### config.mk
export PLATFORM = sky130hd
export DESIGN_NAME = float_monitor_top
export DESIGN_NICKNAME = d
export VERILOG_FILES = /design/src/hdl/float_mon_pkg.sv /design/src/hdl/float_gt_cmp.sv /design/src/hdl/limit_window.sv /design/src/hdl/alarm_debounce.sv /design/src/hdl/float_monitor_top.sv
export VERILOG_INCLUDE_DIRS = /design/src /design/src/hdl
export SDC_FILE = /design/constraint.sdc
export NUM_CORES = 1
export LEC_CHECK = 0
export ABC_AREA = 1
export BUFFER_PORTS_ARGS = -buffer_cell sky130_fd_sc_hd__buf_2
export CAP_MARGIN = 20
export CORE_UTILIZATION = 47
export CTS_BUF_LIST = sky130_fd_sc_hd__clkbuf_4 sky130_fd_sc_hd__clkbuf_8
export CTS_CLUSTER_DIAMETER = 40
export DETAILED_ROUTE_END_ITERATION = 10
export PLACE_DENSITY = 0.78
export SKIP_LAST_GASP = 1
export SYNTH_ARGS = -nofsm -noshare
export SYNTH_HDL_FRONTEND = slang
export SYNTH_SLANG_ARGS = --single-unit
### constraint.sdc
create_clock -name clk_sys -period 2.59 [get_ports clk_sys]
set_clock_uncertainty 0.15 [all_clocks]
set_input_delay 0.259 -clock clk_sys [delete_from_list [all_inputs] [get_ports clk_sys]]
set_output_delay 0.259 -clock clk_sys [all_outputs]
set_load 0.03 [all_outputs]
### src/hdl/float_mon_macros.svh
// Sizing constants for the single-precision limit monitor
// Include wherever a width, the debounce length or a counter limit is needed
`ifndef FLOAT_MON_MACROS_SVH
`define FLOAT_MON_MACROS_SVH

// ==============================
// IEEE-754 single field widths
// ==============================
`define FLOAT_W      32
`define FLOAT_EXP_W  8
`define FLOAT_MAN_W  23

// ==============================
// Debounce and counters
// ==============================
// Consecutive exceeding samples before an alarm
`define DEBOUNCE_LEN 3
`define RUN_CNT_W    4
// Alarm event counter, saturates at all ones
`define EVENT_CNT_W  16

`endif

### src/hdl/float_mon_pkg.sv
// Shared types for the limit monitor
// Modules use scoped names on their ports and a wildcard import in the body
`include "float_mon_macros.svh"

package float_mon_pkg;

    // Raw single-precision word: sign, exponent, mantissa
    typedef logic [`FLOAT_W-1:0]     float32_t;

    // Consecutive exceedance run length
    typedef logic [`RUN_CNT_W-1:0]   run_cnt_t;

    // Saturating count of alarm events
    typedef logic [`EVENT_CNT_W-1:0] event_cnt_t;

    // Limit pair, held stable by the host
    typedef struct packed {
        float32_t high;
        float32_t low;
    } limit_cfg_t;

    // One-cycle record per checked sample
    typedef struct packed {
        logic valid;
        logic over;
        logic under;
    } exceed_t;

    // Live alarms and sticky history
    typedef struct packed {
        logic alarm_high;
        logic alarm_low;
        logic sticky_high;
        logic sticky_low;
    } alarm_status_t;

    // Debounce FSM, one per direction
    typedef enum logic [1:0] {
        IDLE,
        PENDING,
        ALARM
    } deb_state_t;

endpackage

### src/hdl/float_gt_cmp.sv
// Registered "a greater than b" check on two single-precision values
// Sign-magnitude ordering, one cycle of latency, no NaN or denormal handling
`timescale 1ns/10ps
`include "float_mon_macros.svh"

module float_gt_cmp (
    input  logic                    clk_sys,
    input  logic                    rst_sys_n,
    input  float_mon_pkg::float32_t a,
    input  float_mon_pkg::float32_t b,
    output logic                    a_gt_b
);

    // Field split
    logic                    sign_a;
    logic                    sign_b;
    logic [`FLOAT_EXP_W-1:0] exp_a;
    logic [`FLOAT_EXP_W-1:0] exp_b;
    logic [`FLOAT_MAN_W-1:0] man_a;
    logic [`FLOAT_MAN_W-1:0] man_b;

    // Magnitude ordering, exponent first
    logic mag_gt;
    logic mag_lt;
    logic gt_next;

    assign sign_a = a[`FLOAT_W-1];
    assign sign_b = b[`FLOAT_W-1];
    assign exp_a  = a[`FLOAT_W-2 -: `FLOAT_EXP_W];
    assign exp_b  = b[`FLOAT_W-2 -: `FLOAT_EXP_W];
    assign man_a  = a[`FLOAT_MAN_W-1:0];
    assign man_b  = b[`FLOAT_MAN_W-1:0];

    always_comb begin
        if (exp_a != exp_b) begin
            mag_gt = (exp_a > exp_b);
            mag_lt = (exp_a < exp_b);
        end else begin
            // Same exponent, mantissa decides
            mag_gt = (man_a > man_b);
            mag_lt = (man_a < man_b);
        end
    end

    always_comb begin
        if (sign_a == sign_b) begin
            // Both negative flips the sense; equal gives 0
            gt_next = sign_a ? mag_lt : mag_gt;
        end else begin
            // Positive a wins, so +0 orders above -0
            gt_next = ~sign_a;
        end
    end

    always_ff @(posedge clk_sys or negedge rst_sys_n) begin
        if (!rst_sys_n) begin
            a_gt_b <= 1'b0;
        end else begin
            a_gt_b <= gt_next;
        end
    end

    // Result stays known once out of reset
    a_gt_b_known_a: assert property (@(posedge clk_sys) disable iff (!rst_sys_n)
        !$isunknown(a_gt_b));

endmodule

### src/hdl/limit_window.sv
// Checks each valid sample against the high and low limits
// Emits one exceed record per sample, one cycle after the sample is taken
`timescale 1ns/10ps

module limit_window (
    input  logic                      clk_sys,
    input  logic                      rst_sys_n,
    input  float_mon_pkg::float32_t   sample_data,
    input  logic                      sample_valid,
    input  float_mon_pkg::limit_cfg_t limits,
    output float_mon_pkg::exceed_t    exceed
);

    // ==============================
    // Comparators
    // ==============================
    // Sample above high limit
    logic above_high;
    // Low limit above sample
    logic below_low;
    // Valid, aligned with comparator outputs
    logic valid_d;

    float_gt_cmp cmp_high_i (
        .clk_sys   (clk_sys),
        .rst_sys_n (rst_sys_n),
        .a         (sample_data),
        .b         (limits.high),
        .a_gt_b    (above_high)
    );

    // Operands swapped for the low side
    float_gt_cmp cmp_low_i (
        .clk_sys   (clk_sys),
        .rst_sys_n (rst_sys_n),
        .a         (limits.low),
        .b         (sample_data),
        .a_gt_b    (below_low)
    );

    // ==============================
    // Valid alignment
    // ==============================
    always_ff @(posedge clk_sys or negedge rst_sys_n) begin
        if (!rst_sys_n) begin
            valid_d <= 1'b0;
        end else begin
            valid_d <= sample_valid;
        end
    end

    // Flags gated by valid
    // Comparators still run on idle cycles, so their results are stale there
    assign exceed.valid = valid_d;
    assign exceed.over  = valid_d & above_high;
    assign exceed.under = valid_d & below_low;

    // ==============================
    // Checks
    // ==============================
    // Host keeps high >= low, so a sample cannot leave both sides
    over_under_excl_a: assert property (@(posedge clk_sys) disable iff (!rst_sys_n)
        !(exceed.over && exceed.under));

    // A flag only follows a sample strobed on the previous edge
    flag_needs_sample_a: assert property (@(posedge clk_sys) disable iff (!rst_sys_n)
        (exceed.over || exceed.under) |-> $past(sample_valid));

endmodule

### src/hdl/alarm_debounce.sv
// Debounces exceed records into high and low alarms
// Keeps sticky status bits cleared by status_clr and a saturating event count
// Status and count update on the edge after the exceed record
`timescale 1ns/10ps
`include "float_mon_macros.svh"

module alarm_debounce (
    input  logic                         clk_sys,
    input  logic                         rst_sys_n,
    input  float_mon_pkg::exceed_t       exceed,
    input  logic                         status_clr,
    output float_mon_pkg::alarm_status_t status,
    output float_mon_pkg::event_cnt_t    event_count
);

    import float_mon_pkg::*;

    // Bit 0 high side, bit 1 low side
    logic [1:0] hit;
    logic [1:0] rise;
    logic [1:0] alarm;
    logic [1:0] sticky;

    // Events this cycle, 0 to 2
    logic [1:0]             rise_cnt;
    logic [`EVENT_CNT_W:0]  event_sum;

    assign hit = {exceed.under, exceed.over};

    // ==============================
    // Per-direction FSM
    // ==============================
    for (genvar d = 0; d < 2; d++) begin : g_dir
        deb_state_t state;
        run_cnt_t   run_cnt;
        run_cnt_t   run_inc;
        logic       run_full;

        assign run_inc  = run_cnt + run_cnt_t'(1);
        assign run_full = (run_inc >= run_cnt_t'(`DEBOUNCE_LEN));

        // Alarm sets on the record that completes the run
        assign rise[d]  = exceed.valid && hit[d] && (state != ALARM) && run_full;
        assign alarm[d] = (state == ALARM);

        always_ff @(posedge clk_sys or negedge rst_sys_n) begin
            if (!rst_sys_n) begin
                state   <= IDLE;
                run_cnt <= '0;
            end else if (exceed.valid) begin
                if (!hit[d]) begin
                    // Any clean sample ends the run and the alarm
                    state   <= IDLE;
                    run_cnt <= '0;
                end else begin
                    case (state)
                        IDLE, PENDING: begin
                            run_cnt <= run_inc;
                            state   <= run_full ? ALARM : PENDING;
                        end
                        default: begin
                            // In alarm the run count is parked
                            state <= ALARM;
                        end
                    endcase
                end
            end
            // No record, hold everything
        end

        // Entering alarm always leaves the sticky bit set
        alarm_sets_sticky_a: assert property (@(posedge clk_sys) disable iff (!rst_sys_n)
            rise[d] |=> (state == ALARM) && sticky[d]);
    end

    // ==============================
    // Sticky bits
    // ==============================
    always_ff @(posedge clk_sys or negedge rst_sys_n) begin
        if (!rst_sys_n) begin
            sticky <= 2'b00;
        end else begin
            // Set beats clear in the same cycle
            sticky <= rise | (sticky & ~{2{status_clr}});
        end
    end

    // ==============================
    // Event counter
    // ==============================
    assign rise_cnt  = {1'b0, rise[0]} + {1'b0, rise[1]};
    assign event_sum = {1'b0, event_count} + (`EVENT_CNT_W+1)'(rise_cnt);

    always_ff @(posedge clk_sys or negedge rst_sys_n) begin
        if (!rst_sys_n) begin
            event_count <= '0;
        end else if (event_sum[`EVENT_CNT_W]) begin
            // Carry out, pin at all ones
            event_count <= '1;
        end else begin
            event_count <= event_sum[`EVENT_CNT_W-1:0];
        end
    end

    // Count is monotonic, so it never wraps
    event_no_wrap_a: assert property (@(posedge clk_sys) disable iff (!rst_sys_n)
        event_count >= $past(event_count));

    // Status out
    assign status.alarm_high  = alarm[0];
    assign status.alarm_low   = alarm[1];
    assign status.sticky_high = sticky[0];
    assign status.sticky_low  = sticky[1];

endmodule

### src/hdl/float_monitor_top.sv
// Top level of the single-precision limit monitor
// Sample to alarm is two cycles: limit check, then debounce
`timescale 1ns/10ps

module float_monitor_top (
    input  logic                         clk_sys,
    input  logic                         rst_sys_n,
    input  float_mon_pkg::float32_t      sample_data,
    input  logic                         sample_valid,
    input  float_mon_pkg::limit_cfg_t    limits,
    input  logic                         status_clr,
    output float_mon_pkg::alarm_status_t status,
    output float_mon_pkg::event_cnt_t    event_count
);

    import float_mon_pkg::*;

    // ==============================
    // Window check to debounce
    // ==============================
    // One record per valid sample
    exceed_t exceed_w;

    limit_window limit_window_i (
        .clk_sys      (clk_sys),
        .rst_sys_n    (rst_sys_n),
        .sample_data  (sample_data),
        .sample_valid (sample_valid),
        .limits       (limits),
        .exceed       (exceed_w)
    );

    // Alarms, sticky bits and event count
    alarm_debounce alarm_debounce_i (
        .clk_sys     (clk_sys),
        .rst_sys_n   (rst_sys_n),
        .exceed      (exceed_w),
        .status_clr  (status_clr),
        .status      (status),
        .event_count (event_count)
    );

endmodule

==> results.md, run 1 <==
- Status: finished with violations
- Layout cells sized above 1: 28.7%
- Sink Count: 33
- Arrival @ worst endpoint: 2.85 ns
- Die area: 7430 um2
- GRT Util Overall: 22.9%
- Antenna fix cells: 0
- Hold Path Depth: 2
- Routability cong.: 0.851
- HPWL after DPL: 6580 um
- DR DRC count: 0
- Worst hold-check path type: primary input to register
- Slew HR: 50.3%
- Rows: 30
- Required @ worst endpoint: 2.66 ns
- CP max stage cell: dfrtp_1
- Initial antenna violation count: 0
- Synth top cells by count: 122 x inv_1, 119 x nand2_1, 67 x ha_1
- Synthesis-to-layout area growth: 34.8%
- Fin util: 65.7%
- CP max FO: 4
- Syn Inst Count: 484
- Place WS: -0.108 ns
- Fraction of registers with async set/reset: 100%
- Period minus WS final: 2.79 ns
- Vias in the first global route: 3374
- # setup viols final: 16
- Post-synthesis cell area: 3330 um2
- Vias per cell: 4.78
- Synthesized flop and latch total: 33
- Die height: 86.2 um
- Seq/Total Area, Yosys: 24.8%
- Die Wd: 86.2 um
- Peak supply drop: 0.267 mV
- Cell Area, Placed: 4120 um2
- Cell accounting for the most synthesized area: ha_1
- Skew-Pair Late Insertion Delay: 0.29 ns
- EDFF count, synth: 0
- First-pass GRT wire length: 13700 um
- Final worst setup slack: -0.196 ns
- Initial Util: 48.8%
- Ys flop type: dfrtp_1
- RSZ-0062 raised after global routing: true
- Worst r2r path cells: 14
- Ports: 120
- First DRT Iteration DRCs: 126
- Final Instance Area: 4490 um2
- Remaining antenna violation count: 0
- Total global routing overflow: 0
- Largest cells by area after synthesis: ha_1 25%, dfrtp_1 25%, inv_1 14%, nand2_1 13%, nor2_1 4.3%
- CP max stage delay: 0.39 ns
- Worst path cell trace: ha_2 > xor2_2 > nor2_1 > nand2_1 > nand3_2 > nor2_2 > fa_2 > ha_4 > nand4_1 > nor2_2 > buf_4 > nand4_1 > buf_4 > o21ai_1
- Port Buffer Count: 119
- DR WL/cell: 11.8 um
- Worst Hold Launch: status_clr
- Clock-pin slew on the worst setup and hold paths: 0.07 ns
- Count of cell types in the netlist: 23
- Final Hold Violating Endpoints: 0
- Root Buffer: clkbuf_8
- Drt first pass iters: 4
- Failing checks: negative setup slack
- Nets@finish: 801
- Core Area: 6830 um2
- Worst-margin pin slew: 0.746 ns
- Max Slew Vio Count: 0
- CTS tree: built
- Mean Syn Cell Area: 6.88 um2
- R2R Path Start: alarm_debounce_i.g_dir[1].run_cnt[0]
- CTS Buf Count: 5
- H-Tree Depth: 2
- CP startpoint kind: register
- Worst Setup SP: alarm_debounce_i.g_dir[1].run_cnt[0]
- P per Cell Area: 506 nW/um2
- CP Capture Type: register
- FMAX: 359 MHz
- Setup TNS: -2.26 ns
- Via count: 3492
- Largest net degree at the start of global routing: 34
- Routed wire length: 8630 um
- Share of the clock period used by the worst path: 108%
- Area share of the largest cell type after synthesis: 25.2%
- Syn Nets: 652
- CTS Buffer Depth: 2
- Maxcap violations: 0
- Static leakage: 2.74 nW
- Setup CP Type: register to register
- R2R setup slack: -0.20 ns
- Most common cell in the netlist: inv_1
- Ys Warns: 0
==> critical path: cells and delay by family (launching register included) <==
family / cells / cell delay, ns
fa+ha+maj: 3 / 0.62
compound gates: 1 / 0.08
buf+inv: 2 / 0.38
simple gates: 7 / 0.93
flops: 1 / 0.39
xor+xnor: 1 / 0.17
==> cell families after synthesis <==
family,after synthesis,share of synthesized area [%]
AND/OR/NAND/NOR,200,25.0
XOR/XNOR,8,2.10
AO/OA/AOI/OAI,52,8.49
adder cells (fa/ha/maj),68,25.8
flip-flops,33,24.8
buffers and inverters,123,13.9
==> repair_timing <==
item | 4_1_cts | 5_1_grt
buffers inserted | 6 | 6
pin swaps | 9 | 12
hold endpoints to repair | 34 | 0
hold buffers | 2 | 0
gates cloned | 0 | 1
gates resized for setup | 16 | 26
setup endpoints to repair | 9 | 16
==> cells in the final DEF, fill, tap and decap left out, drive strengths merged <==
master and n:
o22ai 6, dfrtp 33, inv 122, buf 141, ha 67, nand3b 2, xor2 7, or2 2
xnor2 1, a21o 4, clkbuf 7, dlygate4sd3 2, nand3 23, nand2 122, a21oi 24, fa 1
nor2 41, nor3 7, bufinv 1, nand4 3, o21ai 16, o21a 2
==> path summary, 6_finish.rpt <==
check / endpoint
worst min register to register: alarm_debounce_i.g_dir[0].state[0]
worst max register to register: alarm_debounce_i.event_count[9]
worst max-delay path: alarm_debounce_i.event_count[9]
max in group asynchronous: alarm_debounce_i.g_dir[1].run_cnt[3]
worst min-delay path: alarm_debounce_i.sticky[0]
min in group asynchronous: alarm_debounce_i.g_dir[0].state[1]
==> per-layer routing <==
| metal | up-vias | global-route usage (%) | routed length [um] |
|---|---|---|---|
| met2 | 121 | 45.0 | 4560 |
| met5 | - | 0 | 0 |
| met3 | 23 | 5.62 | 538 |
| met1 | 1547 | 23.9 | 3330 |
| met4 | 0 | 6.06 | 199 |
| li1 | 1801 | - | - |
==> sequential cells by signal, summed over array words and instances, names as in the netlist <==
name and flops:
limit_window_i.valid_d 1, limit_window_i.cmp_high_i.a_gt_b 1, alarm_debounce_i.g_dir.run_cnt 8, alarm_debounce_i.sticky 2, alarm_debounce_i.event_count 16, alarm_debounce_i.g_dir.state 4, limit_window_i.cmp_low_i.a_gt_b 1
==> power breakdown <==
| group | internal, mW | switching (mW) | total (mW) | leakage (nW) |
|---|---|---|---|---|
| clock network | 0.324 | 0.196 | 0.520 | 0.0619 |
| registers | 0.631 | 0.120 | 0.750 | 0.437 |
| logic | 0.425 | 0.577 | 1.00 | 2.25 |
==> through the flow <==
stage               hold WS (ns)  std cells  total power [mW]
finish                    0.0217        730              2.27
global route              0.0394        730              2.43
floorplan                 -0.187        484              1.26
global placement           0.208        707              1.53
detailed placement         0.210        707              1.58
CTS                       0.0233        723              2.16
==> layout make-up <==
class                   instances  area [um2]
clock buffers                   7        90.1
flip-flops and latches         33         826
fillers                       607        2340
inverters                     122         458
clock inverters                 1        30.0
multi-input cells             328        2170
well taps                      96         120
repair buffers                143         792
(Power assumes the default switching activity.)
==> inputs of run 2 (changes only) <==
--- a/config.mk
+++ b/config.mk
@@ -9,11 +9,11 @@
 export ABC_AREA = 1
 export BUFFER_PORTS_ARGS = -buffer_cell sky130_fd_sc_hd__buf_2
 export CAP_MARGIN = 20
-export CORE_UTILIZATION = 47
+export CORE_UTILIZATION = 56
 export CTS_BUF_LIST = sky130_fd_sc_hd__clkbuf_4 sky130_fd_sc_hd__clkbuf_8
 export CTS_CLUSTER_DIAMETER = 40
 export DETAILED_ROUTE_END_ITERATION = 10
-export PLACE_DENSITY = 0.78
+export PLACE_DENSITY = 0.93
 export SKIP_LAST_GASP = 1
 export SYNTH_ARGS = -nofsm -noshare
 export SYNTH_HDL_FRONTEND = slang
==> constraint.sdc (replaced) <==
create_clock -name clk_sys -period 3.3 [get_ports clk_sys]
set_clock_uncertainty 0.15 [all_clocks]
set_input_delay 0.33 -clock clk_sys [delete_from_list [all_inputs] [get_ports clk_sys]]
set_output_delay 0.33 -clock clk_sys [all_outputs]
set_load 0.03 [all_outputs]
==> run 2 against run 1 <==
Effect of this change:
- die area is 16% lower
- sequential cell count stayed put
- combinational power is 38% lower
- largest power group unchanged
- sequential share of layout area is 1.6 points higher
- non-clock buffer count is 22 lower
- final cell count is 6.4% lower
- global-route usage is 3.1 points higher
- first-iteration DRC count is 30% lower
- sequential power is 23% lower
- hold slack worse by 0.018 ns
- worst setup slack better by 0.60 ns
- highest routed layer unchanged
- the flow now finishes without violations
==> results.md, run 2 (synthesis results as in run 1) <==
- Port Buffer Count: 119 (unchanged)
- CTS Buf Count: 5 (unchanged)
- Switch share: 39.5% (+0.22 points)
- Period minus WS final: 2.90 ns (+0.110 ns)
- Net load switching power: 595 uW (-33%)
- P per Cell Area: 365 nW/um2 (-28%)
- Regs by FF count: alarm_debounce_i.event_count (16), alarm_debounce_i.g_dir.run_cnt (8), alarm_debounce_i.g_dir.state (4)
- Maxcap violations: 0 (unchanged)
- Nets@finish: 779 (-2.7%)
- GRT Util Overall: 25.9% (+3.1 points)
- DR WL/cell: 10.9 um (-7.9%)
- Multi-input logic area: 2050 um2 (-5.8%)
- Antenna fix cells: 0 (unchanged)
- Initial Util: 59.4% (+11 points)
- Commonest non-fill, non-tap cell in the layout: inv_1
- # setup viols final: 0 (-16)
- Die height: 79.1 um (-8.2%)
- Layout cells sized above 1: 22.1% (-6.6 points)
- First-pass GRT wire length: 13000 um (-5.2%)
- Max reg flops: 16 (unchanged)
- Pint: 911 uW (-34%)
- CTS Buffer Depth: 2 (unchanged)
- H-Tree Depth: 2 (unchanged)
- Gate power share: 41.0% (-3.1 points)
- CTS tree: built
- CP max FO: 4 (unchanged)
- Sequential share of power: 38.6% (+5.6 points)
- Worst-margin pin slew: 0.716 ns (-0.0302 ns)
- Total global routing overflow: 0 (unchanged)
- Skew-Pair Late Insertion Delay: 0.29 ns (about the same)
- # fillers: 432 (-29%)
- Vias per cell: 4.90 (+2.4%)
- Slew HR: 52.3% (+2.0 points)
- Largest net degree at the start of global routing: 34 (unchanged)
- First DRT Iteration DRCs: 88 (-30%)
- Final Hold Violating Endpoints: 0 (unchanged)
- Routability cong.: 0.839 (-1.3%)
- Cell Area, Placed: 4010 um2 (-2.5%)
- Arrival @ worst endpoint: 2.97 ns (+0.12 ns)
- Drt first pass iters: 4 (unchanged)
- Synthesis-to-layout area growth: 23.8%
- Routed wire length: 7440 um (-14%)
- Placed Cells: 674 (-4.7%)
- Storage cell area: 826 um2 (unchanged)
- Root Buffer: clkbuf_8
- Setup TNS: 0 ns (+2.26 ns)
- Via count: 3344 (-4.2%)
- Non-filler cells in the finished layout: 683 (-6.4%)
- Peak supply drop: 0.374 mV (+40%)
- Ports: 120 (unchanged)
- Die area: 6260 um2 (-16%)
- Required @ worst endpoint: 3.38 ns (+0.72 ns)
- Clock-pin slew on the worst setup and hold paths: 0.06 ns (about the same)
- Setup CP Type: register to register
- Status: finished, final reports clean
- Initial antenna violation count: 0 (unchanged)
- Share of the clock period used by the worst path: 87.8% (-20 points)
- Static leakage: 2.60 nW (-5.4%)
- CP Capture Type: register
- HPWL after DPL: 6490 um (-1.5%)
- Sink Count: 33 (unchanged)
- Vias in the first global route: 3345 (-0.86%)
- Core Area: 5610 um2 (-18%)
- Max Slew Vio Count: 0 (unchanged)
- FMAX: 345 MHz (-3.8%)
- CP startpoint kind: register
- Rows: 27 (-10%)
- Remaining antenna violation count: 0 (unchanged)
- Final Instance Area: 4130 um2 (-8.1%)
- RSZ-0062 raised after global routing: false
- Clock power share: 20.4% (-2.5 points)
- Largest Register: alarm_debounce_i.event_count
- Worst hold-check path type: primary input to register
- Die Wd: 79.1 um (-8.2%)
- Commonest cells after routing, fill and taps aside: 122 x inv_1, 119 x nand2_1, 119 x buf_2
- DR DRC count: 0 (unchanged)
-- run 2: changes by cell type in the layout (fill, tap and decap cells not counted), moves of 4 or more --
cell     change
buf_4       -18
nand2_2      -6
o21ai_0      +6
nor2_1       +4
nand2_1      +6
nand3_1      +4
-- run 2: stage by stage --
| stage | utilization, % | worst slack [ns] | power, mW | hold slack, ns |
|---|---|---|---|---|
| after floorplan | - | 0.659 | 0.987 | -0.116 |
| after global placement | 71.6 | 0.521 | 1.16 | 0.259 |
| after detailed placement | 71.6 | 0.306 | 1.20 | 0.267 |
| after CTS | 73.4 | 0.278 | 1.52 | 0.00380 |
| after global routing | 73.6 | 0.0806 | 1.63 | 0.000920 |
| final | 73.6 | 0.404 | 1.51 | 0.00382 |
-- run 2: power by group through the flow --
stage | Sequential (mW) | Clock [mW] | Combinational (mW)
floorplan | 0.641 | 0 | 0.347
global placement | 0.579 | 0 | 0.583
detailed placement | 0.586 | 0 | 0.617
CTS | 0.580 | 0.316 | 0.623
global route | 0.592 | 0.328 | 0.711
finish | 0.581 | 0.308 | 0.618
-- run 2: timing repair --
action                                  in CTS  in global routing
gates resized for setup                      0                  1
endpoints found under the hold margin       33                  0
buffers inserted                             0                  1
hold buffers                                 1                  0
endpoints found under the setup margin       0                  4
-- run 2: layer usage --
metal | up-vias | share of wire, % | track usage, %
li1 | 1757 | - | -
met1 | 1471 | 40 | 25.8
met2 | 92 | 52 | 50.1
met3 | 24 | 4.5 | 4.94
met4 | 0 | 3.2 | 13.5
met5 | - | 0 | 0
-- run 2: critical path, cell delays in order, from the launching register on --
cell,delay [ns]
dfrtp_1,0.41
ha_1,0.20
xor2_1,0.18
nor2_1,0.06
nand2_1,0.08
nand3_1,0.12
nor2_1,0.18
fa_1,0.25
ha_1,0.21
nand4_1,0.14
nor2_1,0.21
nand2_1,0.15
nor3_2,0.17
inv_1,0.08
or2_0,0.20
nand3_1,0.07
-- run 2: cell type report --
cell class              count  area share, %
repair buffers            121           14.9
inverters                 122           11.1
flip-flops and latches     33           20.0
clock buffers               7           2.18
multi-input cells         328           49.7
well taps                  72           2.18
-- run 2: final timing paths --
| check | slack [ns] | to | from | cells past startpoint |
|---|---|---|---|---|
| worst min register to register | 0.36 | alarm_debounce_i.g_dir[1].state[0] | alarm_debounce_i.g_dir[1].state[0] | 2 |
| max in group asynchronous | 2.06 | alarm_debounce_i.g_dir[1].run_cnt[2] | rst_sys_n | 2 |
| min in group asynchronous | 0.49 | alarm_debounce_i.event_count[8] | rst_sys_n | 2 |
| worst min-delay path | 0.004 | limit_window_i.valid_d | sample_valid | 1 |
| worst max register to register | 0.40 | alarm_debounce_i.event_count[10] | alarm_debounce_i.g_dir[0].run_cnt[1] | 15 |
| worst max-delay path | 0.40 | alarm_debounce_i.event_count[10] | alarm_debounce_i.g_dir[0].run_cnt[1] | 15 |
==> inputs of run 3 (changes only) <==
--- a/config.mk
+++ b/config.mk
@@ -13,7 +13,7 @@
 export CTS_BUF_LIST = sky130_fd_sc_hd__clkbuf_4 sky130_fd_sc_hd__clkbuf_8
 export CTS_CLUSTER_DIAMETER = 40
 export DETAILED_ROUTE_END_ITERATION = 10
-export PLACE_DENSITY = 0.93
+export PLACE_DENSITY = 0.89
 export SKIP_LAST_GASP = 1
 export SYNTH_ARGS = -nofsm -noshare
 export SYNTH_HDL_FRONTEND = slang
==> run 3 against run 2 <==
Effect of this change:
- final cell count increased by 0.15%
- sequential cell count unchanged
- hold slack improved by 0.089 ns
- final area decreased by 0.15%
- non-clock buffer count unchanged
- critical path depth decreased by 3
- sequential power barely moved
- first-iteration DRC count is 35% lower
- highest routed layer unchanged
- wire length down 5.3%
==> results.md, run 3 (synthesis results as in run 1) <==
- CTS Buf Count: 5 (unchanged)
- FMAX: 343 MHz (-0.54%)
- # Post-CTS Setup Buffers: 0 (unchanged)
- Skew-Pair Late Insertion Delay: 0.29 ns (about the same)
- Worst hold-check path type: primary input to register
- Layout cells sized above 1: 21.9% (-0.20 points)
- Peak supply drop: 0.310 mV (-17%)
- Initial Util: 59.4% (unchanged)
- First-pass GRT wire length: 12500 um (-4.0%)
- Vias in the first global route: 3296 (-1.5%)
- Worst-margin pin slew: 0.700 ns (-0.0161 ns)
- Hold Path Depth: 2 (+1)
- Regs by FF count: alarm_debounce_i.event_count (16), alarm_debounce_i.g_dir.run_cnt (8), alarm_debounce_i.g_dir.state (4)
- Initial antenna violation count: 0 (unchanged)
- Storage cell area: 826 um2 (unchanged)
- Worst r2r path cells: 12 (-3)
- P per Cell Area: 362 nW/um2 (-0.90%)
- Multi-input logic area: 2040 um2 (-0.24%)
- Sink Count: 33 (unchanged)
- Clock-pin slew on the worst setup and hold paths: 0.06 ns (about the same)
- Gate power share: 41.4% (+0.4 points)
- CP Capture Type: register
- Status: finished, final reports clean
- First DRT Iteration DRCs: 57 (-35%)
- DR DRC count: 0 (unchanged)
- Via count: 3315 (-0.87%)
- Synthesis-to-layout area growth: 23.7%
- Max Slew Vio Count: 0 (unchanged)
- Clock power share: 19.8% (-0.6 points)
- Slew HR: 53.3% (+1.1 points)
- Switch share: 40.1% (+0.58 points)
- Cts-stage hold buffer count: 2 (+1)
- Largest Register: alarm_debounce_i.event_count
- Share of the clock period used by the worst path: 88.2% (+0.48 points)
- Required @ worst endpoint: 3.35 ns (-0.03 ns)
- Die Wd: 79.1 um (unchanged)
- CTS tree: built
- Maxcap violations: 0 (unchanged)
- Rows: 27 (unchanged)
- DR WL/cell: 10.3 um (-5.5%)
- Die area: 6260 um2 (unchanged)
- Setup CP Type: register to register
- Core Area: 5610 um2 (unchanged)
- # fillers: 479 (+11%)
- R2R setup slack: 0.39 ns (-0.02 ns)
- Final Hold Violating Endpoints: 0 (unchanged)
- Setup TNS: 0 ns (unchanged)
- # setup viols final: 0 (unchanged)
- Post_cts resized: 0 (unchanged)
- R2R Path Start: alarm_debounce_i.g_dir[0].run_cnt[1]
- Drt first pass iters: 4 (unchanged)
- Period minus WS final: 2.91 ns (+0.0158 ns)
- Static leakage: 2.60 nW (about the same)
- GRT Util Overall: 24.4% (-1.5 points)
- Root Buffer: clkbuf_8
- Total chip power: 1.49 mW (-1.0%)
- Crit Reg-Reg Endpoint: alarm_debounce_i.event_count[15]
- RSZ-0062 raised after global routing: false
- CTS Buffer Depth: 2 (unchanged)
- Routed wire length: 7040 um (-5.3%)
- Remaining antenna violation count: 0 (unchanged)
- Nets@finish: 779 (unchanged)
- Pint: 893 uW (-2.0%)
- Vias per cell: 4.85 (-1.0%)
- Net load switching power: 597 uW (+0.41%)
- CP startpoint kind: register
- Worst Hold Launch: status_clr
- Routability cong.: 0.778 (-7.4%)
- Max reg flops: 16 (unchanged)
- Total global routing overflow: 0 (unchanged)
- Commonest cells after routing, fill and taps aside: 122 x inv_1, 119 x nand2_1, 119 x buf_2
- CP max FO: 13 (+9)
- Die height: 79.1 um (unchanged)
- H-Tree Depth: 2 (unchanged)
- Arrival @ worst endpoint: 2.96 ns (about the same)
- Largest net degree at the start of global routing: 34 (unchanged)
- Antenna fix cells: 0 (unchanged)
- Port Buffer Count: 119 (unchanged)
- HPWL after DPL: 6340 um (-2.3%)
- Commonest non-fill, non-tap cell in the layout: inv_1
- Hold Path Sink: alarm_debounce_i.sticky[0]
- Sequential share of power: 38.8% (+0.2 points)
- Ports: 120 (unchanged)
-- run 3: cell count changes in the layout (fill, tap and decap cells not counted), sizes merged --
cell,before,now
clkinv,0,2
buf,120,119
clkbuf,7,6
dlygate4sd3,1,2
-- run 3: layer usage --
layer / share of wire [%] / GRT usage [%] / wire length (um)
met2: 54 / 47.8 / 3770
met1: 40 / 25.7 / 2810
met3: 4.9 / 5.17 / 345
met5: 0 / 0 / 0
met4: 1.6 / 7.27 / 113
-- run 3: power by group through the flow --
stage	sequential, mW	combinational (mW)	clock, mW
4_1_cts	0.578	0.625	0.302
5_1_grt	0.592	0.709	0.319
2_1_floorplan	0.641	0.347	0
3_3_place_gp	0.577	0.582	0
3_5_place_dp	0.586	0.620	0
6_report	0.578	0.617	0.295
-- run 3: worst max-delay path by stage --
stage,end,slack [ns],from,depth (start not counted)
final,alarm_debounce_i.event_count[15],0.39,alarm_debounce_i.g_dir[0].run_cnt[1],12
after global routing,alarm_debounce_i.event_count[14],0.08,alarm_debounce_i.g_dir[0].run_cnt[1],12
after CTS,alarm_debounce_i.event_count[15],0.41,alarm_debounce_i.g_dir[0].run_cnt[1],12
after detailed placement,alarm_debounce_i.event_count[14],0.41,alarm_debounce_i.g_dir[0].run_cnt[1],12
after global placement,alarm_debounce_i.event_count[14],0.56,alarm_debounce_i.g_dir[0].run_cnt[1],12
after floorplan,alarm_debounce_i.event_count[11],0.66,alarm_debounce_i.g_dir[0].run_cnt[1],13
-- run 3: final cells by class --
type / instances / area share (%)
repair buffers: 121 / 14.9
clock buffers: 6 / 1.85
flip-flops and latches: 33 / 20.0
inverters: 122 / 11.1
clock inverters: 2 / 0.243
multi-input cells: 328 / 49.6
well taps: 72 / 2.19
-- run 3: worst max-delay path, stage by stage, from the launching register on --
cell and delay, ns:
dfrtp_1 0.41, ha_1 0.21, xor2_1 0.18, nor2_1 0.06
nand2_1 0.08, nand3_1 0.11, nor2_1 0.15, fa_1 0.23
ha_1 0.21, nand4_1 0.13, nor2_1 0.19, nand4_1 0.47
nand3_1 0.25
-- run 3: metrics by stage --
step | instance area [um2] | utilization (%) | cells | setup slack, ns | hold WS (ns)
floorplan | 3330 | - | 484 | 0.659 | -0.116
finish | 4120 | 73.5 | 684 | 0.388 | 0.0933
global route | 4120 | 73.5 | 684 | 0.0779 | 0.103
CTS | 4120 | 73.5 | 684 | 0.409 | 0.0870
global placement | 4010 | 71.6 | 674 | 0.564 | 0.261
detailed placement | 4010 | 71.6 | 674 | 0.406 | 0.266
